===== src/hw/dual_port_ram.sv =====
// one write port and one registered read port on pclk; contents are undefined after power-up
`default_nettype none
`timescale 1ns/100ps

module dual_port_ram #(
    parameter type data_t = logic [7:0],
    parameter int  DEPTH  = 256
) (
    input  wire logic                     pclk,
    input  wire logic                     i_we,
    input  wire logic [$clog2(DEPTH)-1:0] i_waddr,
    input  wire data_t                    i_wdata,
    input  wire logic [$clog2(DEPTH)-1:0] i_raddr,
    output data_t                         o_rdata
);

    data_t mem [DEPTH];

    always_ff @(posedge pclk)
    begin
        if (i_we)
        begin
            mem[i_waddr] <= i_wdata;
        end
        o_rdata <= mem[i_raddr];   // one cycle read latency
    end

endmodule

`default_nettype wire


===== config.mk =====
export PLATFORM = sky130hd
export DESIGN_NAME = dual_port_ram
export DESIGN_NICKNAME = d
export VERILOG_FILES = /design/src/hw/dual_port_ram.sv
export SDC_FILE = /design/constraint.sdc
export NUM_CORES = 2
export LEC_CHECK = 0
export BUFFER_PORTS_ARGS = -buffer_cell sky130_fd_sc_hd__clkbuf_2
export CAP_MARGIN = 30
export CORE_MARGIN = 3
export CORE_UTILIZATION = 41
export DETAILED_ROUTE_END_ITERATION = 12
export GPL_TIMING_DRIVEN = 0
export SETUP_SLACK_MARGIN = 0.1
export SLEW_MARGIN = 0
export SYNTH_ARGS = -nofsm -noshare
export SYNTH_HDL_FRONTEND = slang
export SYNTH_SLANG_ARGS = --single-unit
export TNS_END_PERCENT = 1

===== constraint.sdc =====
create_clock -name pclk -period 3.5 [get_ports pclk]
set_input_delay 0.875 -clock pclk [delete_from_list [all_inputs] [get_ports pclk]]
set_output_delay 0.875 -clock pclk [all_outputs]
set_load 0.01 [all_outputs]

==> reports/metrics.cfg <==
[run_status]
outcome = complete, but fails checks
violations = setup timing

[cts]
clk_latency_ps = 840
cts_max_path_buffers = 3
cts_root_buffer = clkbuf_16
cts_tree = built
htree_levels = 4
cts_sinks = 2056
path_clk_slew_ps = 60
cts_buffers = 201

[pwr]
power_mw = 51.62
p_switching_mw = 11.64
sw_frac_of_total_pct = 22.54
power.density_mw_per_mm2 = 566.6
power_frac_clock_pct = 41.5
seqPwrFrac_pct = 52.6
power_leakage_nw = 28.14
vdd_drop_max_mv = 0.4843
p_comb_share_pct = 5.9
p_int_mw = 39.99

[route]
top_layer = met5
drc_errors = 0
drtIter0Drc = 5936
drtAntennaViolNets = 0
dr_wl_met2_mm = 111.9
routed_wirelength_mm = 243.0
wl_met1_mm = 94.13
first_pass_iters = 6
viasPerCell = 6.170
met3_wirelength_mm = 25.43
via_count = 41700
wl_per_cell_um = 35.96

[placement]
gp_congestion = 0.9428
numPortBuffers = 26
dp_slack_ps = -1984
placed_area_mm2 = 0.08415
hpwl_mm = 163.8
dp_cells = 6373

[critical_path]
worstPathRequired_ps = 4190
reg2reg_depth = 7
crit_path_end = o_rdata[0]
crit_family = buffers and inverters
endpoint_kind = flop
crit_chain = buf_2 > buf_4 > buf_2 > clkbuf_1 > buf_8 > mux4_2 > a21oi_1 > a21oi_1 > nor3_1 > nor4_4
cp.arrival_ps = 4210
cp-startpoint = i_raddr[1]
crit_type = input pin to flop
path_buf_inv = 5
max_stage_delay_ps = 650
ff2ff_setup_slack_ps = 630
r2r_start = mem[83][3]
crit_slowest_cell = clkbuf_1
crit_fanout = 10
start_kind = input pin
r2r_end = o_rdata[3]
crit_cells = 10

[die]
die_x_um = 446.5
io_pins = 34
start_util_pct = 41.27
rows = 161
die_area_mm2 = 0.1994
core_mm2 = 0.1928
die_y_um = 446.5

[cells_and_area]
drive_gt1_share_pct = 25.41
stdcell_count = 6758
design_area_mm2 = 0.09111
fin_nets = 4080
syn2layout_area_growth_pct = 14.52

[logic_synthesis]
synth.cell_area_mm2 = 0.07956
yosysSeqAreaShare_pct = 77.50
synth_warnings = 0
synth_edf_count = 2048
async_reset_ff_share_pct = 0
ys_ff_latch = 2056
avgSynthCellArea_um2 = 21.31
netlist_instances = 3733
ys.flop_type = edfxtp_1
synth_cell_types = 55
syn-num-nets = 3759

[sta]
finalMaxSlewViolations = 0
timing.setup.tns_ps = -49.54
setup_viol = 3
hold_viol = 0
rsz0062_at_grt = yes
slew_headroom_pct = 26.96
fmax_mhz = 283.7
period_share_pct = 100.7
fin_ws_ps = -25.08
fin_skew_ps = 47.92
fin_crit_ps = 3525
worstMarginPinSlew_ps = 1092

[global_routing]
grt_pass1_wl_mm = 333.1
grt_pass1_vias = 40740
grt_max_degree = 149
antenna_found_initial = 17
grt_overflow_total = 0
grt.total_usage_pct = 24.34

[min_path]
hold_start = i_wdata[1]
hold_path.class = input pin to flop
hold_depth = 1

[flow_run]
drv_cap = 0

-- repair_timing --
action | 4_1_cts | 5_1_grt
hold buffers | 0 | 0
endpoints found under the hold margin | 0 | 0
buffers inserted | 1 | 0
endpoints found under the setup margin | 8 | 144
resized for setup | 73 | 56
pin swaps | 2 | 0
-- routing by layer --
metal,GRT usage (%),vias to the layer above
met5,0,-
met4,10.24,2
met3,6.124,472
met2,37.27,2475
met1,33.33,22370
li1,-,16380
-- state kept, by name, indices dropped and copies added, names as in the netlist --
name and flops:
mem 2048, o_rdata 8
-- synthesized netlist by cell type (3+ instances only) --
master | number | area [µm²]
a211oi_1 | 16 | 120.1
a21oi_1 | 96 | 480.5
a221oi_1 | 13 | 113.9
a22o_1 | 8 | 70.07
a22oi_1 | 133 | 998.5
and2_1 | 6 | 37.54
buf_1 | 22 | 82.58
buf_12 | 8 | 160.2
buf_2 | 31 | 155.2
buf_4 | 27 | 202.7
buf_6 | 21 | 236.5
buf_8 | 13 | 195.2
clkbuf_1 | 111 | 416.7
dfxtp_1 | 8 | 160.2
edfxtp_1 | 2048 | 61500
mux2i_1 | 134 | 1341
mux4_2 | 454 | 10220
nand2_1 | 33 | 123.9
nand2b_1 | 8 | 50.05
nand3_1 | 34 | 170.2
nand4_1 | 10 | 62.56
nor2_1 | 282 | 1059
nor2b_1 | 31 | 193.9
nor3_1 | 22 | 110.1
nor4_1 | 24 | 150.1
nor4_2 | 3 | 37.54
o211ai_1 | 10 | 75.07
o21ai_0 | 10 | 50.05
o221ai_1 | 46 | 402.9
o22a_1 | 5 | 43.79
o22ai_1 | 28 | 175.2
o32ai_1 | 4 | 35.03
or2_2 | 4 | 25.02
-- worst min path at each step --
stage,end
after floorplan,o_rdata[3]
after global placement,o_rdata[1]
after detailed placement,mem[196][1]
after CTS,mem[167][1]
after global routing,mem[164][1]
final,mem[166][1]
-- worst reg2reg max path, cell delays in order (launching register included) --
cell      delay [ps]
edfxtp_1         350
mux4_2           510
a22o_1           290
a221oi_2         560
o32ai_2          310
nor3_1           460
nor4_2           100
buf_4            200
-- through the flow --
| stage | hold slack [ps] | util [%] |
|---|---|---|
| finish | 347.2 | 47.26 |
| global route | 325.9 | 47.25 |
| CTS | 295.4 | 47.17 |
| detailed placement | 1197 | 43.65 |
| global placement | 1268 | 42.97 |
| floorplan | 769.9 | - |
-- power by group through the flow --
stage / combinational, mW / clock (mW) / sequential (mW)
after floorplan: 1.32 / 0 / 27.7
after detailed placement: 2.94 / 0 / 27.7
after CTS: 2.99 / 21.6 / 27.2
final: 3.04 / 21.4 / 27.2
after global routing: 3.11 / 22.5 / 27.2
after global placement: 2.77 / 0 / 27.8
-- cell usage in the layout, fill, tap and decap left out, types with 12 or more instances in the layout --
cell / n
edfxtp_1: 2048
mux4_2: 454
nor2_1: 268
clkbuf_16: 201
mux2i_1: 134
a22oi_1: 133
clkbuf_1: 100
a21oi_1: 90
clkbuf_2: 68
clkinv_1: 54
buf_4: 50
o221ai_1: 46
buf_8: 43
buf_2: 42
buf_6: 39
nand3_1: 34
nand2_1: 32
nor2b_1: 30
clkinv_2: 29
o22ai_1: 28
nor3_1: 16
buf_1: 15
bufinv_16: 15
nor2_2: 14
a211oi_1: 14
clkbuf_8: 14
buf_16: 13
nor4_1: 12
-- layout make-up --
class                           count  area (µm²)
Inverter                            2       7.507
Clock buffer                      249        5270
Timing Repair Buffer              119        1415
Multi-Input combinational cell   1442       16790
Antenna cell                       10       25.02
Fill cell                       15630      101700
Tap cell                         2526        3161
Sequential cell                  2056       61660
Clock inverter                    122        1232
Buffer                            232        1554
-- cells by family (layout without fill, tap and decap cells) --
group / count (synthesis) / in the layout / synth area share, %
AO/OA/AOI/OAI: 385 / 385 / 3.419
other: 0 / 10 / 0
AND/OR/NAND/NOR: 466 / 466 / 2.628
flip-flops: 2056 / 2056 / 77.50
multiplexers: 591 / 591 / 14.62
buffers and inverters: 235 / 724 / 1.831
Note: power is estimated with default switching activity, not from simulation.
