--- src/include/video_downscale_consts.svh ---
// compile-time geometry only; window must fit the line and grid edge must stay at 32
`ifndef VIDEO_DOWNSCALE_CONSTS_SVH
`define VIDEO_DOWNSCALE_CONSTS_SVH

// ========================================
// pixel and block geometry
// ========================================
`define VD_PIX_W        8           // two camera nibbles per pixel
`define VD_BLOCK        10          // block edge in pixels
`define VD_GRID         32          // blocks per row and per column

// ========================================
// active window origin
// ========================================
`define VD_X0           1           // first active pixel of a line
`define VD_Y0           2           // first active line after vsync

// ========================================
// detection and output format
// ========================================
`define VD_OBJ_TH       30          // difference that counts as an object
`define VD_DOUT_OFFSET  16'h0200    // subtracted after the x4 scaling

`endif
--- src/hw/video_downscale_pkg.sv ---
// shared types for the downscaler; grid coordinates are 5 bits, so the grid edge is 32
`default_nettype none

`include "video_downscale_consts.svh"

package video_downscale_pkg;

    typedef logic [`VD_PIX_W-1:0] pix_t;
    typedef logic [15:0]          block_sum_t;   // 100 pixels of 8 bits fit
    typedef logic [9:0]           grid_addr_t;   // {row, col}

    // per-nibble timing from the camera counters
    typedef struct packed {
        logic       frame_start;   // one cycle at vsync falling
        logic       strobe;        // frame parity
        logic       pix_vld;       // lower nibble of an active pixel
        logic       col_first;     // upper nibble, first pixel of a block column
        logic [4:0] blk_col;
        logic [4:0] blk_row;
        logic [3:0] blk_line;      // line within the block
        logic [3:0] pix_x;         // pixel within the block
    } timing_t;

    typedef struct packed {
        logic       valid;
        grid_addr_t addr;
        block_sum_t sum;
    } block_res_t;

    typedef struct packed {
        logic       we;
        logic       buf_sel;       // image buffer half
        grid_addr_t addr;
        pix_t       data;
    } img_wr_t;

endpackage

`default_nettype wire

--- src/hw/readout_fsm.sv ---
// engine may only delay ack; the 1024-word stream never stalls once started
`default_nettype none
`timescale 1ns/100ps

`include "video_downscale_consts.svh"

module readout_fsm
    import video_downscale_pkg::*;
(
    input  wire logic  pclk,
    input  wire logic  resetn,
    input  wire logic  i_img_done,
    input  wire logic  i_rd_ack,
    input  wire pix_t  i_rd_data,
    output logic        o_accept,
    output logic [10:0] o_rd_addr,
    output logic        o_rd_req,
    output logic        o_we,
    output grid_addr_t  o_waddr,
    output logic [15:0] o_dout
);

    localparam logic [15:0] DOUT_OFS = 16'(`VD_DOUT_OFFSET);

    typedef enum logic [1:0] {
        ST_IDLE,
        ST_REQ,
        ST_STREAM,
        ST_REL
    } state_t;

    state_t     state;
    logic       rd_buf;    // half of the image store being read
    grid_addr_t cnt;
    grid_addr_t waddr_d;
    logic       rd_vld;

    assign o_accept  = (state == ST_IDLE) && i_img_done;
    assign o_rd_addr = {rd_buf, cnt};

    // ========================================
    // handshake FSM
    // ========================================
    always_ff @(posedge pclk or negedge resetn)
    begin
        if (!resetn)
        begin
            state    <= ST_IDLE;
            rd_buf   <= 1'b1;   // flips to 0 for the first image
            cnt      <= '0;
            o_rd_req <= 1'b0;
        end
        else
        begin
            case (state)
                ST_IDLE:
                begin
                    cnt <= '0;
                    if (i_img_done)
                    begin
                        state    <= ST_REQ;
                        o_rd_req <= 1'b1;
                        rd_buf   <= ~rd_buf;   // mirrors the writer's toggle
                    end
                end
                ST_REQ:
                begin
                    if (i_rd_ack)
                        state <= ST_STREAM;
                end
                ST_STREAM:
                begin
                    cnt <= cnt + 10'd1;
                    if (cnt == '1)
                        state <= ST_REL;
                end
                ST_REL:
                begin
                    if (o_we && (o_waddr == '1))
                        o_rd_req <= 1'b0;   // after the last write
                    if (!o_rd_req && !i_rd_ack)
                        state <= ST_IDLE;
                end
                default: state <= ST_IDLE;
            endcase
        end
    end

    // read latency, then output register
    always_ff @(posedge pclk or negedge resetn)
    begin
        if (!resetn)
        begin
            rd_vld  <= 1'b0;
            o_we    <= 1'b0;
            o_waddr <= '0;
        end
        else
        begin
            rd_vld  <= (state == ST_STREAM);
            o_we    <= rd_vld;
            o_waddr <= waddr_d;
        end
    end

    always_ff @(posedge pclk)
    begin
        waddr_d <= cnt;
        if (rd_vld)
            o_dout <= (16'(i_rd_data) << 2) - DOUT_OFS;   // x4 minus offset
    end

endmodule

`default_nettype wire

--- config.mk ---
export PLATFORM = sky130hd
export DESIGN_NAME = readout_fsm
export DESIGN_NICKNAME = d
export VERILOG_FILES = /design/src/hw/video_downscale_pkg.sv /design/src/hw/readout_fsm.sv
export VERILOG_INCLUDE_DIRS = /design/src /design/src/include
export SDC_FILE = /design/constraint.sdc
export NUM_CORES = 1
export LEC_CHECK = 0
export ABC_AREA = 1
export BUFFER_PORTS_ARGS = -buffer_cell sky130_fd_sc_hd__buf_2
export CORE_MARGIN = 2
export CORE_UTILIZATION = 40
export DETAILED_ROUTE_END_ITERATION = 6
export MAX_ROUTING_LAYER = met4
export SETUP_SLACK_MARGIN = 0.4
export SYNTH_ARGS = -nofsm -noshare
export SYNTH_HDL_FRONTEND = slang
export SYNTH_SLANG_ARGS = --single-unit
--- constraint.sdc ---
create_clock -name pclk -period 1.8 [get_ports pclk]
set_input_delay 0.09 -clock pclk [delete_from_list [all_inputs] [get_ports pclk]]
set_output_delay 0.09 -clock pclk [all_outputs]
set_load 0.1 [all_outputs]
==> run metrics <==
status finished, final reports clean; clock sink total 44; Comb pwr share 0.489; Cell Pwr Density 1750 nW/um2; Setup Viol. Count Final 0; final hold violations 0; Syn-to-layout area delta 32.1%; Compound-Gate Fraction of Synth Area 0.0538; max_cap viols 0; Die Y 68.7 um; Reg clk slew, reported paths 0.08 ns; sequential fraction of the synthesis area 0.652; Seq pwr share 0.349; NetSw 1.96 mW; xor/xnor share of the synthesized area 0.00523; DR pass1 iterations 4; Die Footprint 4720 um2; initial antenna violation count 0; initial core utilization 0.416; vias per inst 4.56; Max Buffers Root-to-Sink 2; P_leak 1.05 nW; CP Launch Type flip-flop; normalized max-slew margin 0.609; FFs w/ async S/R, synth 0.591; required time of the critical path 1.71 ns; R2R Path End state[1]; num rows 23; most common cell in the synthesized netlist dfrtp_1; Ports 52; fraction of final layout cells sized beyond drive strength 1 0.444; synthesized cell area 1680 um2; Critical Path AT 1.34 ns; FF-to-FF Start state[0]; Cell variety after synth 24; Post-synth EDFFs 8; Vias 1203; Post-Synth Simple-Gate Area 0.155; Ys Warns 0; Routed Antenna Nets 0; instance count of the mapped netlist 154; worst skew pair latency 0.29 ns; Mapped Avg Cell Area 10.9 um2; Core ar. 4030 um2; Tmin final 1.43 ns; setup tns final 0 ns; Yosys reg bits 44; Final Slew Violations 0; worst hold start i_rd_data[7]; I/O Buffers 49; post-synth top area cell dfrtp_1; most instantiated cells after synthesis dfrtp_1, nand2_1, inv_1; Placer Congestion 0.803; WHS Path Cells 2; fmax 700 MHz; Synth top area share 0.373; Clock power frac 0.162; H-tree Lvls 2; Tightest Pin Transition 0.586 ns; vias in the first global route 1138; Worst Setup Path Type reg -> out; crit-path max FO 4; reg2reg path depth 8; DRC violations left 0; Final Skew 0.00481 ns; pin count of the biggest net entering global routing 27; initial detailed-routing violation count 43; post-synthesis adder-cell area fraction 0.0373; GRT Resource Usage Total 0.151; sw frac 0.506; Hold EP o_dout[14]; reg-to-reg slack, setup 0.42 ns; CTS tree done; largest family of logic cells by synthesized area simple AND/OR/NAND/NOR gates; class of the worst hold path in -> reg; unrepaired setup endpoints after global routing true; routed len/inst 12.2 um; Final Total Pwr 3.88 mW; Tcrit/Tclk final 0.794; first-pass GRT wire length 4.86 mm; mux share of post-synthesis cell area 0; final layout net count 230; Routed WL 3.21 mm; Setup crit end kind output port; die width 68.7 um; internal power 1.92 mW; ANT cells 0; CTS root buffer clkbuf_8; cts bufs inserted 5; GR Overflow Total 0; Synth area leaders dfrtp_1, edfxtp_1, dfxtp_1; main flop type after synthesis dfrtp_1; Detailed Place HPWL 2.34 mm; worst vdd ir 0.948 mV
-- power groups by stage --
stage	clock (mW)	sequential [mW]	combinational [mW]
2_1_floorplan	0	2.06	0.872
3_3_place_gp	0	1.37	1.71
3_5_place_dp	0	1.38	1.73
4_1_cts	0.653	1.36	1.77
5_1_grt	0.693	1.38	2.01
6_report	0.629	1.35	1.90
-- worst max-delay path, stage by stage (launching register included) --
cell and delay [ns]:
dfrtp_1 0.42, inv_2 0.12, ha_4 0.18, nand2_4 0.06
clkinvlp_4 0.09, buf_12 0.17
-- how the worst max path moves through the flow --
| stage | slack, ns | depth (start not counted) | endpoint | startpoint |
|---|---|---|---|---|
| after floorplan | 0.21 | 6 | o_rd_req | state[0] |
| after global placement | 0.32 | 7 | cnt[3] | state[0] |
| after detailed placement | 0.29 | 6 | cnt[4] | state[0] |
| after CTS | 0.27 | 6 | cnt[4] | state[0] |
| after global routing | 0.31 | 5 | o_accept | state[0] |
| final | 0.37 | 5 | o_accept | state[0] |
-- layout by cell type, fill, tap and decap left out --
cell            n
dfrtp_4         3
buf_12          1
a31oi_1         1
nand3_2         1
xnor2_1         1
a21oi_1         4
inv_4           1
a21oi_2         1
nand2_4         1
clkinvlp_4      2
clkbuf_8        6
ha_1            2
o21ai_1         4
edfxtp_1        8
nor2_1          9
dfstp_2         1
o21ai_0         6
conb_1          2
nand3_1         9
inv_1          17
nand4_1         3
dfrtp_2         8
nor2_4          1
nor3_2          1
nor2_2          3
buf_2          48
nand2_1        20
dfrtp_1        14
a22o_1          1
inv_2           3
dfxtp_1        10
ha_4            3
nand2_2         7
buf_4           4
dlygate4sd3_1   8
-- final cells by class --
type	instances	area [um2]
fillers	382	1820
flip-flops and latches	44	1110
multi-input cells	80	488
repair buffers	61	370
clock buffers	6	82.6
inverters	21	82.6
well taps	50	62.6
clock inverters	2	13.8
-- kinds of logic (layout without fill, tap and decap cells) --
| group | after synthesis | in the layout |
|---|---|---|
| fa+ha+maj | 5 | 5 |
| xor+xnor | 1 | 1 |
| compound gates | 17 | 17 |
| buf+inv | 31 | 90 |
| flops | 44 | 44 |
| other cells | 1 | 2 |
| simple gates | 55 | 55 |
-- sequential cells by signal, indices dropped and copies added, names as in the netlist --
name,flops
cnt,10
o_dout,8
o_rd_req,1
o_waddr,10
o_we,1
rd_buf,1
rd_vld,1
state,2
waddr_d,10
-- repair_timing --
action                                 4_1_cts  5_1_grt
pin swaps                                    0        3
setup buffers                                0        4
hold buffers                                 8        0
resized for setup                            4        7
setup endpoints to repair                   12       13
endpoints found under the hold margin       32        0
-- per-stage QoR --
| stage | setup WS, ns | utilization | instances | area, um2 | hold WS (ns) |
|---|---|---|---|---|---|
| after global placement | 0.317 | 0.486 | 244 | 1960 | 0.121 |
| after detailed placement | 0.291 | 0.486 | 244 | 1960 | 0.129 |
| after CTS | 0.274 | 0.534 | 260 | 2150 | 0.0292 |
| final | 0.372 | 0.549 | 264 | 2210 | 0.0412 |
| after floorplan | 0.208 | - | 155 | 1750 | -0.206 |
| after global routing | 0.312 | 0.549 | 264 | 2210 | 0.0516 |
-- layer usage --
layer,up-vias,part of all wire,GRT usage
li1,597,-,-
met1,558,0.41,0.152
met2,42,0.49,0.258
met3,6,0.074,0.0503
met4,0,0.021,0.0809
met5,-,0,-
Power figures use the tool's default switching activity.
