==> src/include/video_downscale_consts.svh <==
// compile-time geometry only; window must fit the line and grid edge must stay at 32
`ifndef VIDEO_DOWNSCALE_CONSTS_SVH
`define VIDEO_DOWNSCALE_CONSTS_SVH

// ========================================
// pixel and block geometry
// ========================================
`define VD_PIX_W        8           // two camera nibbles per pixel
`define VD_BLOCK        10          // block edge in pixels
`define VD_GRID         32          // blocks per row and per column

// ========================================
// active window origin
// ========================================
`define VD_X0           1           // first active pixel of a line
`define VD_Y0           2           // first active line after vsync

// ========================================
// detection and output format
// ========================================
`define VD_OBJ_TH       30          // difference that counts as an object
`define VD_DOUT_OFFSET  16'h0200    // subtracted after the x4 scaling

`endif
==> src/hw/video_downscale_pkg.sv <==
// shared types for the downscaler; grid coordinates are 5 bits, so the grid edge is 32
`default_nettype none

`include "video_downscale_consts.svh"

package video_downscale_pkg;

    typedef logic [`VD_PIX_W-1:0] pix_t;
    typedef logic [15:0]          block_sum_t;   // 100 pixels of 8 bits fit
    typedef logic [9:0]           grid_addr_t;   // {row, col}

    // per-nibble timing from the camera counters
    typedef struct packed {
        logic       frame_start;   // one cycle at vsync falling
        logic       strobe;        // frame parity
        logic       pix_vld;       // lower nibble of an active pixel
        logic       col_first;     // upper nibble, first pixel of a block column
        logic [4:0] blk_col;
        logic [4:0] blk_row;
        logic [3:0] blk_line;      // line within the block
        logic [3:0] pix_x;         // pixel within the block
    } timing_t;

    typedef struct packed {
        logic       valid;
        grid_addr_t addr;
        block_sum_t sum;
    } block_res_t;

    typedef struct packed {
        logic       we;
        logic       buf_sel;       // image buffer half
        grid_addr_t addr;
        pix_t       data;
    } img_wr_t;

endpackage

`default_nettype wire

==> src/hw/frame_timing.sv <==
// expects nibble pairs upper first while de is high; window origin and size come from the consts header
`default_nettype none
`timescale 1ns/100ps

`include "video_downscale_consts.svh"

module frame_timing
    import video_downscale_pkg::*;
(
    input  wire logic pclk,
    input  wire logic resetn,
    input  wire logic i_cam_de,
    input  wire logic i_cam_vsync,
    output timing_t   o_timing
);

    localparam int         WIN  = `VD_BLOCK * `VD_GRID;
    localparam logic [8:0] X_LO = 9'(`VD_X0);
    localparam logic [8:0] X_HI = 9'(`VD_X0 + WIN);
    localparam logic [8:0] Y_LO = 9'(`VD_Y0);
    localparam logic [8:0] Y_HI = 9'(`VD_Y0 + WIN);
    localparam logic [3:0] LAST = 4'(`VD_BLOCK - 1);

    logic       de_q;
    logic       vsync_q;
    logic       frame_idx;
    logic [9:0] nib_cnt;   // bit 0 selects lower nibble
    logic [8:0] line_cnt;
    logic [3:0] px;
    logic [4:0] bc;
    logic [3:0] bl;
    logic [4:0] br;
    logic       h_win;
    logic       v_win;
    logic       act;
    logic       line_end;
    logic       fs;

    // ========================================
    // window masks
    // ========================================
    assign h_win    = (nib_cnt[9:1] >= X_LO) && (nib_cnt[9:1] < X_HI);
    assign v_win    = (line_cnt >= Y_LO) && (line_cnt < Y_HI);
    assign act      = i_cam_de && h_win && v_win;
    assign line_end = de_q && !i_cam_de;
    assign fs       = vsync_q && !i_cam_vsync;

    // ========================================
    // line and frame counters
    // ========================================
    always_ff @(posedge pclk or negedge resetn)
    begin
        if (!resetn)
        begin
            de_q      <= 1'b0;
            vsync_q   <= 1'b0;
            frame_idx <= 1'b1;   // first frame after reset is background
            nib_cnt   <= '0;
            line_cnt  <= '0;
        end
        else
        begin
            de_q    <= i_cam_de;
            vsync_q <= i_cam_vsync;
            nib_cnt <= i_cam_de ? nib_cnt + 10'd1 : 10'd0;
            if (i_cam_vsync)
                line_cnt <= '0;
            else if (line_end)
                line_cnt <= line_cnt + 9'd1;
            if (fs)
                frame_idx <= ~frame_idx;
        end
    end

    // block position of the current nibble
    always_ff @(posedge pclk or negedge resetn)
    begin
        if (!resetn)
        begin
            px <= '0;
            bc <= '0;
            bl <= '0;
            br <= '0;
        end
        else
        begin
            if (!i_cam_de)
            begin
                px <= '0;
                bc <= '0;
            end
            else if (act && nib_cnt[0])
            begin
                px <= (px == LAST) ? 4'd0 : px + 4'd1;
                if (px == LAST)
                    bc <= bc + 5'd1;   // wraps to 0 after the last column
            end
            if (i_cam_vsync)
            begin
                bl <= '0;
                br <= '0;
            end
            else if (line_end && v_win)
            begin
                bl <= (bl == LAST) ? 4'd0 : bl + 4'd1;
                if (bl == LAST)
                    br <= br + 5'd1;
            end
        end
    end

    always_ff @(posedge pclk or negedge resetn)
    begin
        if (!resetn)
            o_timing <= '0;
        else
        begin
            o_timing.frame_start <= fs;
            if (fs)
                o_timing.strobe <= ~frame_idx;   // held for the whole frame
            o_timing.pix_vld   <= act && nib_cnt[0];
            o_timing.col_first <= act && !nib_cnt[0] && (px == 4'd0);
            o_timing.blk_col   <= bc;
            o_timing.blk_row   <= br;
            o_timing.blk_line  <= bl;
            o_timing.pix_x     <= px;
        end
    end

endmodule

`default_nettype wire

==> config.mk <==
export PLATFORM = sky130hd
export DESIGN_NAME = frame_timing
export DESIGN_NICKNAME = d
export VERILOG_FILES = /design/src/hw/video_downscale_pkg.sv /design/src/hw/frame_timing.sv
export VERILOG_INCLUDE_DIRS = /design/src /design/src/include
export SDC_FILE = /design/constraint.sdc
export NUM_CORES = 1
export LEC_CHECK = 0
export BUFFER_PORTS_ARGS = -buffer_cell sky130_fd_sc_hd__buf_2
export CORE_UTILIZATION = 58
export CTS_CLUSTER_SIZE = 24
export DETAILED_ROUTE_END_ITERATION = 7
export PLACE_DENSITY = 0.75
export REMOVE_ABC_BUFFERS = 1
export SLEW_MARGIN = 20
export SYNTH_ARGS = -nofsm -noshare
export SYNTH_HDL_FRONTEND = slang
export SYNTH_SLANG_ARGS = --single-unit
==> constraint.sdc <==
create_clock -name pclk -period 1.99 [get_ports pclk]
set_input_delay 0.199 -clock pclk [delete_from_list [all_inputs] [get_ports pclk]]
set_output_delay 0.199 -clock pclk [all_outputs]
set_load 0.02 [all_outputs]
==> results of run 1 <==
cell families (layout without fill, tap and decap cells):
logic type | after synthesis | count (layout) | synth area share [%]
muxes | 7 | 7 | 2.55
and+or+nand+nor | 106 | 106 | 20.4
xor gates and xnor gates | 17 | 17 | 5.42
AOI/OAI and AO/OA | 30 | 30 | 8.01
buffers and inverters | 16 | 58 | 2.50
DFF | 62 | 62 | 56.5
adders and majority gates | 10 | 10 | 4.55
worst max-delay path, delay by kind of cell (launching register included):
kind,cells,cell delay [ns]
flip-flops,1,0.43
AO/OA/AOI/OAI,3,0.52
AND/OR/NAND/NOR,2,0.81
flip-flops by register name, indices dropped and copies added (netlist names):
signal     cells
bl             4
frame_idx      1
nib_cnt       10
o_timing      22
br             5
de_q           1
vsync_q        1
px             4
line_cnt       9
bc             5
power groups by stage:
stage	registers (mW)	logic (mW)	clock network, mW
after floorplan	1.37	0.0798	0
after global placement	1.36	0.174	0
after detailed placement	1.36	0.177	0
after CTS	1.33	0.179	1.00
after global routing	1.34	0.205	1.06
final	1.33	0.177	0.985
worst paths after layout:
check                           slack, ns                 endpoint                  from  cells past startpoint
worst max-delay path                 0.15        bc[2]$_DFFE_PN0P_  nib_cnt[6]$_DFF_PN0_                      5
worst min-delay path                 0.17  line_cnt[0]$_DFFE_PN0P_           i_cam_vsync                      2
worst max register to register       0.15        bc[2]$_DFFE_PN0P_  nib_cnt[6]$_DFF_PN0_                      5
worst min register to register       0.42   o_timing[17]$_DFF_PN0_     bc[4]$_DFFE_PN0P_                      0
max in group asynchronous            1.08    o_timing[3]$_DFF_PN0_                resetn                      3
min in group asynchronous            0.29    o_timing[0]$_DFF_PN0_                resetn                      2
placed cells by master, fill, tap and decap left out, types with 3 or more instances in the layout:
cell type and instances:
nand4_1 6, buf_4 9, nor4_1 5, xor2_1 6
nand2_1 24, mux2i_1 7, inv_1 7, or4_1 3
nand2b_1 4, and2_1 9, buf_2 25, nor3_1 3
and3_1 6, nor2b_1 5, nor2_1 19, ha_1 10
xnor2_1 11, dfrtp_1 61, clkbuf_8 11, o21ai_0 9
nand3_1 13
metal layers:
metal / up-vias / global-route usage, % / share of wire [%]
met3: 8 / 7.83 / 3.6
met5: - / 0 / 0
met4: 0 / 10.2 / 1.7
met1: 934 / 28.2 / 49
li1: 937 / - / -
met2: 39 / 32.8 / 46
through the flow:
stage | total power [mW] | cell area, um2
after global placement | 1.53 | 2960
after global routing | 2.61 | 3160
after detailed placement | 1.54 | 2960
after CTS | 2.52 | 3150
after floorplan | 1.45 | 2710
final | 2.50 | 3160
what timing repair did:
action	4_1_cts	5_1_grt
endpoints found under the setup margin	0	14
endpoints found under the hold margin	14	0
resized for setup	0	2
hold buffers	1	0
final cells by class:
type                            count  area [um2]
Clock buffer                       13         159
Clock inverter                      3        20.0
Fill cell                         330        1280
Inverter                            7        26.3
Multi-Input combinational cell    170        1140
Sequential cell                    62        1550
Tap cell                           52        65.1
Timing Repair Buffer               35         203
==> run metrics, run 1 <==
status=completed; critical path cell sequence=nor4_4, o211ai_1, o21bai_4, or4_1, a21boi_0; largest net degree at the start of global routing=30; Initial DRC Count=107; vias per cell=5.61; die area=5020 um2; placed cells=325; routability-driven placement congestion ratio=0.860; P&R area growth vs syn=15.2%; share of post-route cells with drive strength above 1=20.7%; top cells by area, synth=dfrtp_1, ha_1, xnor2_1; crit start category=flip-flop; sequential fraction of the synthesis area=56.5%; Yosys warning count=0; worst slew pin tran=0.452 ns; top cell type's share of synthesized area=55.6%; post-synthesis cell count=248; Sw Pwr=0.614 mW; most common library cells after synthesis=dfrtp_1, nand2_1, nor2_1; Total GRT Usage=21.7%; Power per Cell Area=789 nW/um2; P_int=1.88 mW; DRC violations left=0; Worst EP required=2.25 ns; DR WL/cell=13.9 um; RSZ-0062 raised after global routing=false; Final setup viols=0; TritonCTS Buffers=9; CTS root buf=clkbuf_8; EDFF count, synth=0; initial antenna violation count=0; Final Max Tran Viols=0; Core ar.=4440 um2; vias in the first global route=1758; Synth Register Bits=62; part of the power in registers=53.5%; critical path's slowest cell=or4_1; Clock Power Share=39.5%; total gr overflow=0; worst hold path class=input port to flip-flop; min Tclk post-route=1.84 ns; Tcrit/Tclk final=92.3%; Fmax=545 MHz; final setup TNS=0 ns; Async S/R FF share, synth=100%; setup repair bufs after CTS=0; slowest stage delay, CP=0.51 ns; Ports=26; ANT nets after route=0; Max VDD drop=0.000562 V; Starting Density=61.8%; Mean Syn Cell Area=11.1 um2; combinational power share=7.1%; Lkg Pwr=1.53 nW; post-DP HPWL=3290 um; PortBufs=25; Worst Setup End Kind=flip-flop; ys flop type=dfrtp_1; Cell Count, Final, Fillers Out=342; Slew headroom=69.7%; fin nets=299; DIE HEIGHT=70.8 um; Max Cap Viol=0; clk slew on worst S/H paths=0.07 ns; switch share=24.6%; total routed wirelength=4740 um; Core Util, Final=71.2%; first-pass GRT wire length=8180 um; Synth area leader=dfrtp_1; CP Max Fanout=11; crit path DAT=2.10 ns; worst setup path category=flip-flop to flip-flop; final hold slack=0.168 ns; Unique masters post-synth=44; Final Hold Vio Count=0; most common cell in the synthesized netlist=dfrtp_1; CTS tree=done; # rows=24; Clock Skew=0.00974 ns; Place WS=0.138 ns; CTS Sinks=62; Die Wd=70.8 um; final worst setup slack=0.154 ns; H-Tree Depth=3; Synth Cell Area=2750 um2; TritonRoute pass-1 iters=6; # diodes=0; clk_lat worst skew=0.34 ns; clk buf depth=2; total number of vias=1918
Note: power is estimated with default switching activity, not from simulation.
==> inputs of run 2 (changes only) <==
GPL_TIMING_DRIVEN = 0   (was unset)
==> run 2 against run 1 <==
  * Register-to-register slack got worse by 0.05 ns
  * Critical endpoint unchanged
  * Power rose by 7.9%
  * Largest power group unchanged
  * Utilization is 0.51 points lower
  * Clock power is 21% higher
  * Sequential cell count is the same
  * Cell count shrank 2.6%
==> run metrics, run 2 (same netlist as run 1, synthesis figures left out) <==
vias in the first global route=1813 (+3.1%); Max VDD drop=0.000526 V (-6.3%); CP Max Fanout=8 (-3); worst slew pin tran=0.743 ns (+0.290 ns); CP Capture Point=bc[2]$_DFFE_PN0P_; TritonCTS Buffers=9 (unchanged); Power per Cell Area=858 nW/um2 (+8.7%); Tcrit/Tclk final=94.9% (+2.7 points); Largest Register=o_timing; CTS Sinks=62 (unchanged); TritonRoute pass-1 iters=6 (unchanged); critical path cell sequence=nor4_2, a21o_2, nand2_2, or4_1, a21boi_0; Core ar.=4440 um2 (unchanged); total number of vias=1865 (-2.8%); Final setup viols=0 (unchanged); routability-driven placement congestion ratio=0.846 (-1.6%); clk_lat worst skew=0.33 ns (about the same); critical path's slowest cell=or4_1; Clock Skew=0.00616 ns (-0.00357 ns); clk buf depth=2 (unchanged); Initial DRC Count=129 (+21%); worst setup path category=flip-flop to flip-flop; Cell Count, Final, Fillers Out=333 (-2.6%); Die Wd=70.8 um (unchanged); Worst Setup End Kind=flip-flop; total routed wirelength=4590 um (-3.1%); worst hold path class=input port to flip-flop; Place WS=-0.164 ns (-0.302 ns); CP Buf/Inv Count=0 (unchanged); Max Cap Viol=0 (unchanged); vias per cell=5.60 (-0.14%); Worst EP required=2.24 ns (about the same); CTS tree=done; Worst path depth=5 (unchanged); Worst Setup SP=line_cnt[5]$_DFFE_PN0P_; Starting Density=61.8% (unchanged); DIE HEIGHT=70.8 um (unchanged); initial antenna violation count=0 (unchanged); Lkg Pwr=1.51 nW (-1.2%); P&R area growth vs syn=14.3%; H-Tree Depth=3 (unchanged); DRC violations left=0 (unchanged); register area=1550 um2 (unchanged); Final Hold Vio Count=0 (unchanged); crit path DAT=2.14 ns (+0.04 ns); Slew headroom=50.5% (-19 points); commonest non-fill, non-tap cells in the layout=dfrtp_1, nand2_1, buf_2; R2R Setup Slk=0.10 ns (-0.05 ns); clk slew on worst S/H paths=0.07 ns (about the same); CP delay by family, top=simple AND/OR/NAND/NOR gates; CTS root buf=clkbuf_8; Fill cells=330 (unchanged); DR WL/cell=13.8 um (-0.48%); status=completed; Ports=26 (unchanged); Total GRT Usage=21.2% (-0.52 points); most common cell after layout, fill and taps aside=dfrtp_1; first-pass GRT wire length=8050 um (-1.7%); post-DP HPWL=2920 um (-11%); die area=5020 um2 (unchanged); max reg flops=22 (unchanged); startpoint of the worst register-to-register path=line_cnt[5]$_DFFE_PN0P_; fin nets=290 (-3.0%); largest net degree at the start of global routing=63 (+110%); Fmax=529 MHz (-2.8%); slowest stage delay, CP=0.49 ns (-0.02 ns); Top Registers=o_timing (22), nib_cnt (10), line_cnt (9); crit start category=flip-flop; placed cells=316 (-2.8%); Worst Reg2Reg Path Length in Cells=5 (unchanged); min Tclk post-route=1.89 ns (+0.0532 ns); PortBufs=25 (unchanged); Final Max Tran Viols=0 (unchanged); area occupied by multi-input gates=1140 um2 (+0.55%); RSZ-0062 raised after global routing=false; total gr overflow=0 (unchanged); # diodes=0 (unchanged); ANT nets after route=0 (unchanged); share of post-route cells with drive strength above 1=18.1% (-2.5 points); setup repair bufs after CTS=0 (unchanged); final worst setup slack=0.101 ns (-0.0532 ns); # rows=24 (unchanged); r2r endpoint=bc[2]$_DFFE_PN0P_
## run 2: changes by cell type in the layout (fill, tap and decap cells not counted), sizes merged
cell / delta
clkbuf: -1
clkinvlp: -2
clkinv: +1
bufinv: +2
buf: -9
## run 2: worst min path at each step
| stage | end | start | depth (start not counted) |
|---|---|---|---|
| 2_1_floorplan | bc[0]$_DFFE_PN0P_ | resetn | 0 |
| 3_3_place_gp | o_timing[17]$_DFF_PN0_ | bc[4]$_DFFE_PN0P_ | 0 |
| 3_5_place_dp | o_timing[11]$_DFF_PN0_ | resetn | 1 |
| 4_1_cts | vsync_q$_DFF_PN0_ | i_cam_vsync | 1 |
| 5_1_grt | vsync_q$_DFF_PN0_ | i_cam_vsync | 1 |
| 6_report | vsync_q$_DFF_PN0_ | i_cam_vsync | 1 |
## run 2: layout make-up
class / instances / share of cell area (%)
Inverter: 7 / 0.836
Sequential cell: 62 / 49.4
Tap cell: 52 / 2.07
Clock buffer: 12 / 4.62
Multi-Input combinational cell: 170 / 36.4
Clock inverter: 4 / 2.23
Timing Repair Buffer: 26 / 4.38
## run 2: report_power, final
group	internal [mW]	switching (mW)
Combinational	0.0526	0.115
Clock	0.736	0.456
Sequential	1.30	0.0304
## run 2: routing by layer
layer,global-route usage (%),up-vias,share of wire (%)
met3,8.40,6,4.3
met1,27.1,906,47
met2,32.3,39,47
li1,-,914,-
met4,9.11,0,1.3
met5,0,-,0
## run 2: through the flow
step           hold slack, ns  util (%)  total power [mW]  TNS (ns)  area [um2]
3_5_place_dp            0.318      65.2              1.52    -0.634        2900
3_3_place_gp            0.374      65.1              1.52    -0.460        2900
2_1_floorplan         -0.0966         -              1.45         0        2710
4_1_cts                 0.148      70.4              2.73         0        3130
6_report                0.166      70.7              2.69         0        3140
5_1_grt                 0.162      70.7              2.81         0        3140
## run 2: what timing repair did
action                                  4_1_cts  5_1_grt
endpoints found under the hold margin        61        0
endpoints found under the setup margin        5       13
hold buffers                                  1        0
gates resized for setup                       1        2
