### src/include/video_downscale_consts.svh
// compile-time geometry only; window must fit the line and grid edge must stay at 32
`ifndef VIDEO_DOWNSCALE_CONSTS_SVH
`define VIDEO_DOWNSCALE_CONSTS_SVH

// ========================================
// pixel and block geometry
// ========================================
`define VD_PIX_W        8           // two camera nibbles per pixel
`define VD_BLOCK        10          // block edge in pixels
`define VD_GRID         32          // blocks per row and per column

// ========================================
// active window origin
// ========================================
`define VD_X0           1           // first active pixel of a line
`define VD_Y0           2           // first active line after vsync

// ========================================
// detection and output format
// ========================================
`define VD_OBJ_TH       30          // difference that counts as an object
`define VD_DOUT_OFFSET  16'h0200    // subtracted after the x4 scaling

`endif
### src/hw/video_downscale_pkg.sv
// shared types for the downscaler; grid coordinates are 5 bits, so the grid edge is 32
`default_nettype none

`include "video_downscale_consts.svh"

package video_downscale_pkg;

    typedef logic [`VD_PIX_W-1:0] pix_t;
    typedef logic [15:0]          block_sum_t;   // 100 pixels of 8 bits fit
    typedef logic [9:0]           grid_addr_t;   // {row, col}

    // per-nibble timing from the camera counters
    typedef struct packed {
        logic       frame_start;   // one cycle at vsync falling
        logic       strobe;        // frame parity
        logic       pix_vld;       // lower nibble of an active pixel
        logic       col_first;     // upper nibble, first pixel of a block column
        logic [4:0] blk_col;
        logic [4:0] blk_row;
        logic [3:0] blk_line;      // line within the block
        logic [3:0] pix_x;         // pixel within the block
    } timing_t;

    typedef struct packed {
        logic       valid;
        grid_addr_t addr;
        block_sum_t sum;
    } block_res_t;

    typedef struct packed {
        logic       we;
        logic       buf_sel;       // image buffer half
        grid_addr_t addr;
        pix_t       data;
    } img_wr_t;

endpackage

`default_nettype wire

### src/hw/block_accumulator.sv
// camera data must arrive one cycle ahead of the timing struct; sums of one block line fit 16 bits
`default_nettype none
`timescale 1ns/100ps

`include "video_downscale_consts.svh"

module block_accumulator
    import video_downscale_pkg::*;
(
    input  wire logic       pclk,
    input  wire logic       resetn,
    input  wire timing_t    i_timing,
    input  wire logic [3:0] i_cam_data,
    output block_res_t      o_block
);

    localparam logic [3:0] LAST = 4'(`VD_BLOCK - 1);

    logic [3:0] nib_q;        // aligned with i_timing
    logic [3:0] hi_q;         // upper nibble
    pix_t       pixel;
    block_sum_t acc;
    block_sum_t base;
    block_sum_t ram_rdata;
    logic       first_q;
    logic       done_q;
    logic       last_line_q;
    logic [4:0] col_q;
    logic [4:0] row_q;

    assign pixel = {hi_q, nib_q};
    assign base  = (i_timing.blk_line == 4'd0) ? '0 : ram_rdata;   // new block row

    always_ff @(posedge pclk)
    begin
        nib_q <= i_cam_data;
        hi_q  <= nib_q;
        if (i_timing.pix_vld)
            acc <= (first_q ? base : acc) + block_sum_t'(pixel);
        if (i_timing.pix_vld && (i_timing.pix_x == LAST))
        begin
            col_q       <= i_timing.blk_col;
            row_q       <= i_timing.blk_row;
            last_line_q <= (i_timing.blk_line == LAST);
        end
    end

    always_ff @(posedge pclk or negedge resetn)
    begin
        if (!resetn)
        begin
            first_q <= 1'b0;
            done_q  <= 1'b0;
            o_block <= '0;
        end
        else
        begin
            first_q       <= i_timing.col_first;
            done_q        <= i_timing.pix_vld && (i_timing.pix_x == LAST);
            o_block.valid <= done_q && last_line_q;   // only the 10th line finishes a block
            o_block.addr  <= {row_q, col_q};
            o_block.sum   <= acc;
        end
    end

    // partial sums, one per block column
    dual_port_ram #(
        .data_t (block_sum_t),
        .DEPTH  (`VD_GRID)
    ) u_line_ram (
        .pclk    (pclk),
        .i_we    (done_q),
        .i_waddr (col_q),
        .i_wdata (acc),
        .i_raddr (i_timing.blk_col),   // read lands on the first pixel
        .o_rdata (ram_rdata)
    );

endmodule

`default_nettype wire

### src/hw/dual_port_ram.sv
// one write port and one registered read port on pclk; contents are undefined after power-up
`default_nettype none
`timescale 1ns/100ps

module dual_port_ram #(
    parameter type data_t = logic [7:0],
    parameter int  DEPTH  = 256
) (
    input  wire logic                     pclk,
    input  wire logic                     i_we,
    input  wire logic [$clog2(DEPTH)-1:0] i_waddr,
    input  wire data_t                    i_wdata,
    input  wire logic [$clog2(DEPTH)-1:0] i_raddr,
    output data_t                         o_rdata
);

    data_t mem [DEPTH];

    always_ff @(posedge pclk)
    begin
        if (i_we)
        begin
            mem[i_waddr] <= i_wdata;
        end
        o_rdata <= mem[i_raddr];   // one cycle read latency
    end

endmodule

`default_nettype wire

### config.mk
export PLATFORM = sky130hd
export DESIGN_NAME = block_accumulator
export DESIGN_NICKNAME = d
export VERILOG_FILES = /design/src/hw/video_downscale_pkg.sv /design/src/hw/block_accumulator.sv /design/src/hw/dual_port_ram.sv
export VERILOG_INCLUDE_DIRS = /design/src /design/src/include
export SDC_FILE = /design/constraint.sdc
export NUM_CORES = 1
export LEC_CHECK = 0
export ABC_AREA = 1
export ABC_CLOCK_PERIOD_IN_PS = 2600
export BUFFER_PORTS_ARGS = -buffer_cell sky130_fd_sc_hd__buf_4
export CAP_MARGIN = 20
export CORE_ASPECT_RATIO = 0.8
export CORE_MARGIN = 5
export CORE_UTILIZATION = 30
export CTS_CLUSTER_SIZE = 25
export DETAILED_ROUTE_END_ITERATION = 8
export GPL_ROUTABILITY_DRIVEN = 0
export PLACE_DENSITY = 0.5
export RECOVER_POWER = 25
export REMOVE_ABC_BUFFERS = 1
export SETUP_SLACK_MARGIN = 0.2
export SLEW_MARGIN = 20
export SYNTH_ARGS = -nofsm -noshare
export SYNTH_HDL_FRONTEND = slang
export SYNTH_HIERARCHICAL = 1
export SYNTH_SLANG_ARGS = --single-unit
export TNS_END_PERCENT = 10
### constraint.sdc
create_clock -name pclk -period 2.6 [get_ports pclk]
set_input_delay 0.13 -clock pclk [delete_from_list [all_inputs] [get_ports pclk]]
set_output_delay 0.13 -clock pclk [all_outputs]
set_load 0.01 [all_outputs]
==> results.toml, run 1 <==
[critical_path]
crit_required_ns = 2.73
cp_top_family = "buffers and inverters"
crit_type = "reg2reg"
cpPeakStageDelay_ns = 1.41
crit_chain = "clkbuf_1"
cp_max_fo = 33
critPathSlowestCell = "clkbuf_1"
crit_arrival_ns = 2.41
critPathBufInv = 1
crit_path_start_kind = "flop"
cp-end-kind = "flop"

[routing]
wirelength_um = 65020
ant_nets = 0
avgRoutedWirePerCell_um = 20.27
drc = 0
firstDrtPassIters = 5
via_count = 15398
drt_iter0_markers = 1317
vias_per_cell = 4.800

[pwr]
clkPwrFrac_pct = 40.6
power.density_nw_per_um2 = 785.4
leakagePower_nw = 10.33
seqPwrFrac_pct = 50.5
swShare_pct = 23.74
vdd_drop_max_v = 0.0005668
p_int_mw = 16.59
switchingPower_mw = 5.165
comb_power_share_pct = 8.9

[floorplanning]
chipHeight_um = 262.7
coreArea_um2 = 78970
die_w_um = 325.9
io_pins = 55
start_util_pct = 30.33
dieArea_um2 = 85620
rows = 92

[placement]
portBuffers = 52
dp.final_hpwl_um = 37760
dpl_worst_slack_ns = 0.2358
dpl_cell_area_um2 = 25570

[grt]
use_met1_pct = 22.48
met3_usage_pct = 2.919
grtUsageMet2_pct = 22.57
global_route.usage.total_pct = 14.97
gr-max-usage-layer = "met2"
grt_pass1_vias = 15014
grt_start_max_net_pins = 124
grt_first_pass_wirelength_um = 97790
antenna_found_initial = 3
grt-ovfl-total = 0

[timing]
setup_ws_ns = 0.3210
hold_violations = 0
slew_headroom_pct = -31.40
finalCritPeriodShare_pct = 87.65
tightest_slew_ns = 1.971
final_max_slew_viol_count = 489
rsz0062_at_grt = "true"
skew_ns = 0.02221
max_freq_ghz = 0.4388
min_period_ns = 2.279
setup_viol = 0

[status]
status = "complete, but fails checks"
violations = "capacitance limit, slew limit"

[cts]
clk_pin_slew_ns = 0.06
ctsHtreeMaxLevel = 2
cts.sinks = 592
numCtsBuffers = 58
tritoncts = "done"
clkLatencyLatePin_ns = 0.62
cts-root-buf = "clkbuf_16"
clk_path_buf_depth = 3

[finish]
syn_to_final_growth_pct = 15.67
drive_above_1_share_pct = 11.32
fin_nets = 2162
finalInstanceArea_um2 = 27700
antennaDiodeCount = 0
final_common_cell = "nand2_1"
layout_common_cells = "nand2_1 (788), edfxtp_1 (539), nand3_1 (410)"
nFillCells = 7773

[synthesis]
synth_area_um2 = 23950
synth-seq-cells = 592
avgSynthCellArea_um2 = 11.80
synth-seq-area-share_pct = 72.61
yosys_warnings = 6
synth_cells = 2029
yosysUniqueCellTypes = 37

[worst_hold_path]
hold_path.class = "in2reg"

[run]
maxCapViolCount = 12
## state kept, by name, summed over array words and instances (netlist names)
signal and flops:
u_line_ram/mem 512, first_q 1, done_q 1, acc 16, hi_q 4, o_block 27
u_line_ram/o_rdata 16, nib_q 4, col_q 5, row_q 5, last_line_q 1
## power by group through the flow
stage	Sequential, mW	Combinational (mW)	Clock [mW]
final	11.0	1.95	8.83
after global placement	11.2	1.96	0
after floorplan	11.4	0.692	0
after CTS	11.0	2.01	9.07
after global routing	11.0	2.15	9.49
after detailed placement	11.2	1.98	0
## area by class of cell
type / instances / area, um^2 / share of cell area, %
Tap cell: 1034 / 1294 / 4.670
Multi-Input combinational cell: 1295 / 5647 / 20.38
Clock buffer: 73 / 1619 / 5.844
Timing Repair Buffer: 148 / 1222 / 4.412
Inverter: 30 / 127.6 / 0.4607
Clock inverter: 36 / 401.6 / 1.450
Sequential cell: 592 / 17390 / 62.78
## final timing paths
check | start | to | slack [ns] | depth (start not counted)
max in group asynchronous | resetn | first_q | 0.54 | 4
worst min register to register | row_q[2] | o_block[23] | 0.35 | 0
worst max-delay path | acc[10] | u_line_ram/mem[0][10] | 0.32 | 1
worst min-delay path | i_timing[4] | last_line_q | 0.14 | 2
min in group asynchronous | resetn | o_block[7] | 0.53 | 3
worst max register to register | acc[10] | u_line_ram/mem[0][10] | 0.32 | 1
## cells by family after synthesis
kind of cell	after synthesis	share of synthesized area, %
XOR/XNOR	9	0.3291
buffers and inverters	142	3.845
adder cells (fa/ha/maj)	9	0.5015
AND/OR/NAND/NOR	1269	22.53
flip-flops	592	72.61
AO/OA/AOI/OAI	8	0.1880
## routing by layer
metal | share of wire, % | vias to the layer above
li1 | - | 7206
met1 | 48 | 7658
met2 | 43 | 459
met3 | 7.0 | 75
met4 | 1.7 | 0
met5 | 0 | -
## synth_stat cells
master | count | share of area, %
nand2_2 | 11 | 0.29
nand3_1 | 410 | 8.6
clkbuf_1 | 19 | 0.30
a31oi_1 | 1 | 0.026
nand3b_1 | 1 | 0.031
dfrtp_1 | 29 | 3.0
and3_1 | 1 | 0.026
buf_6 | 27 | 1.3
nand2_1 | 788 | 12
nand2_4 | 4 | 0.19
or2_2 | 1 | 0.026
a21oi_2 | 1 | 0.037
buf_12 | 1 | 0.084
inv_2 | 5 | 0.078
buf_1 | 2 | 0.031
ha_1 | 8 | 0.42
xnor2_1 | 4 | 0.15
nor2_4 | 3 | 0.14
buf_2 | 34 | 0.71
edfxtp_1 | 539 | 68
o21ai_0 | 2 | 0.042
nand4_1 | 3 | 0.078
o21ai_1 | 1 | 0.021
nor4_1 | 1 | 0.026
clkinv_1 | 4 | 0.063
nand3_2 | 1 | 0.042
fa_1 | 1 | 0.084
inv_6 | 2 | 0.073
xor2_1 | 5 | 0.18
nor3_2 | 1 | 0.042
a21oi_1 | 3 | 0.063
inv_1 | 19 | 0.30
nor2_1 | 41 | 0.64
buf_8 | 1 | 0.063
nor2_2 | 3 | 0.078
dfxtp_1 | 24 | 2.0
buf_4 | 28 | 0.88
## per-stage QoR
| step | hold WS [ns] | util, % | instances | setup TNS [ns] | power, mW |
|---|---|---|---|---|---|
| floorplan | -0.1656 | - | 1917 | -0.2034 | 12.07 |
| global placement | 0.1189 | 32.38 | 3080 | 0 | 13.11 |
| detailed placement | 0.1248 | 32.38 | 3080 | 0 | 13.14 |
| CTS | 0.05293 | 35.18 | 3208 | 0 | 22.04 |
| global route | 0.09764 | 35.08 | 3208 | 0 | 22.64 |
| finish | 0.1357 | 35.08 | 3208 | 0 | 21.76 |
## repair_timing
item	CTS	global route
endpoints found under the hold margin	79	0
hold buffers	19	0
gates resized for setup	0	2
buffers inserted	0	0
endpoints found under the setup margin	0	8
Power figures use the tool's default switching activity.
==> run 2: changes to the inputs <==
--- a/config.mk
+++ b/config.mk
@@ -11,7 +11,7 @@
 export BUFFER_PORTS_ARGS = -buffer_cell sky130_fd_sc_hd__buf_4
 export CAP_MARGIN = 20
 export CORE_ASPECT_RATIO = 0.8
-export CORE_MARGIN = 5
+export CORE_MARGIN = 3
 export CORE_UTILIZATION = 30
 export CTS_CLUSTER_SIZE = 25
 export DETAILED_ROUTE_END_ITERATION = 8
==> run 2 against run 1 <==
Against the previous run: maximum frequency shrank 1.3%; first-iteration DRC count rose by 7.8%; sequential power barely moved; combinational power barely moved; highest routed layer is now met5; flip-flop and latch count unchanged; clock skew decreased by 0.011 ns; critical path depth unchanged; global-route usage increased by 0.51 points; cell count is essentially flat; core utilization down 0.32 points; clock power down 9.4%; the flow still finishes with violations (capacitance limit, slew limit); wire length fell by 0.37%.
==> results.toml, run 2 (same netlist as run 1, synthesis figures left out) <==
[status]
status = "complete, but fails checks"
violations = "capacitance limit, slew limit"

[timing]
setup_viol = 0
hold_violations = 0
rsz0062_at_grt = "false"
final_max_slew_viol_count = 506
setup_tns_ns = 0
skew_ns = 0.01135
finalCritPeriodShare_pct = 88.82
min_period_ns = 2.309
max_freq_ghz = 0.4330
slew_headroom_pct = -34.65
tightest_slew_ns = 2.020
whs_ns = 0.1258

[cts]
clkLatencyLatePin_ns = 0.61
numCtsBuffers = 57
clk_path_buf_depth = 3
clk_pin_slew_ns = 0.06
cts-root-buf = "clkbuf_16"
tritoncts = "done"
ctsHtreeMaxLevel = 2
cts.sinks = 592

[critical_path]
cp_max_fo = 33
crit_arrival_ns = 2.42
rr_worst_depth = 1
r2r-end = "u_line_ram/mem[5][14]"
rrSetupSlack_ns = 0.29
crit_type = "reg2reg"
cp-end-kind = "flop"
cpPeakStageDelay_ns = 1.45
critPathBufInv = 1
crit_chain = "buf_1"
critPathSlowestCell = "buf_1"
crit_path_start_kind = "flop"
cp_top_family = "buffers and inverters"
crit_required_ns = 2.71
r2r_start = "acc[14]"

[worst_hold_path]
min_from = "i_timing[4]"
hold_depth = 2
worstHoldEndpoint = "last_line_q"
hold_path.class = "in2reg"

[finish]
drive_above_1_share_pct = 10.47
largest_reg_flops = 512
final_common_cell = "nand2_1"
reg_top3 = "u_line_ram/mem x512, o_block x27"
layout_common_cells = "nand2_1 (788), edfxtp_1 (539), nand3_1 (410)"
finalInstanceArea_um2 = 27450
largest-register = "u_line_ram/mem"
nFillCells = 7793
fin_nets = 2161
syn_to_final_growth_pct = 14.61
layoutNonFillerInstCount = 3205

[routing]
firstDrtPassIters = 5
vias_per_cell = 4.791
avgRoutedWirePerCell_um = 20.21
via_count = 15356
drc = 0
drt_iter0_markers = 1420
ant_nets = 0
wirelength_um = 64780

[floorplanning]
die_w_um = 321.9
rows = 92
start_util_pct = 30.33
coreArea_um2 = 78970
chipHeight_um = 258.7
dieArea_um2 = 83290
io_pins = 55

[grt]
global_route.usage.total_pct = 15.49
grt_start_max_net_pins = 78
grt-ovfl-total = 0
grt_pass1_vias = 14844
grt_first_pass_wirelength_um = 96320
antenna_found_initial = 3

[placement]
portBuffers = 52
placed_cells = 3083
dpl_cell_area_um2 = 25610
dp.final_hpwl_um = 36580

[pwr]
vdd_drop_max_v = 0.0004800
power.total_mw = 20.95
power.density_nw_per_um2 = 763.2
leakagePower_nw = 10.19

[run]
maxCapViolCount = 14
## run 2: where the power goes
part	leakage, nW	total, mW	internal [mW]	switching (mW)
logic	3.92	1.96	0.473	1.49
clock network	0.855	8.00	4.53	3.47
registers	5.41	11.0	10.9	0.0641
## run 2: area by class of cell
cell class              count  area (um^2)  share of cell area (%)
multi-input cells        1295         5647                   20.57
inverters                  30        127.6                  0.4649
flip-flops and latches    592        17390                   63.36
clock buffers              77         1543                   5.620
clock inverters            26        224.0                  0.8159
repair buffers            148         1215                   4.426
well taps                1034         1294                   4.713
diodes                      3        7.507                 0.02735
## run 2: how the worst max path moves through the flow
stage	startpoint	end	slack (ns)	cells past startpoint
CTS	first_q	acc[10]	0.27	12
global route	acc[2]	u_line_ram/mem[11][2]	0.18	1
global placement	first_q	acc[10]	0.16	12
floorplan	i_timing[14]	u_line_ram/o_rdata[4]	-0.01	8
finish	acc[14]	u_line_ram/mem[5][14]	0.29	1
detailed placement	first_q	acc[10]	0.17	12
## run 2: stage by stage
| stage | utilization, % | setup WS (ns) |
|---|---|---|
| final | 34.76 | 0.2907 |
| after global routing | 34.75 | 0.1831 |
| after CTS | 34.86 | 0.2656 |
| after detailed placement | 32.43 | 0.1729 |
| after global placement | 32.43 | 0.1562 |
| after floorplan | - | -0.01433 |
## run 2: what timing repair did
action,CTS,global route
endpoints found under the setup margin,3,3
hold buffers,15,0
gates resized for setup,1,1
pin swaps,0,1
buffers inserted,0,1
hold endpoints to repair,73,0
## run 2: metal layers
layer	track usage (%)	vias up	part of all wire [%]
li1	-	7198	-
met5	0	-	0.020
met1	22.41	7637	46
met2	23.57	435	44
met3	3.373	84	7.5
met4	3.941	2	2.2
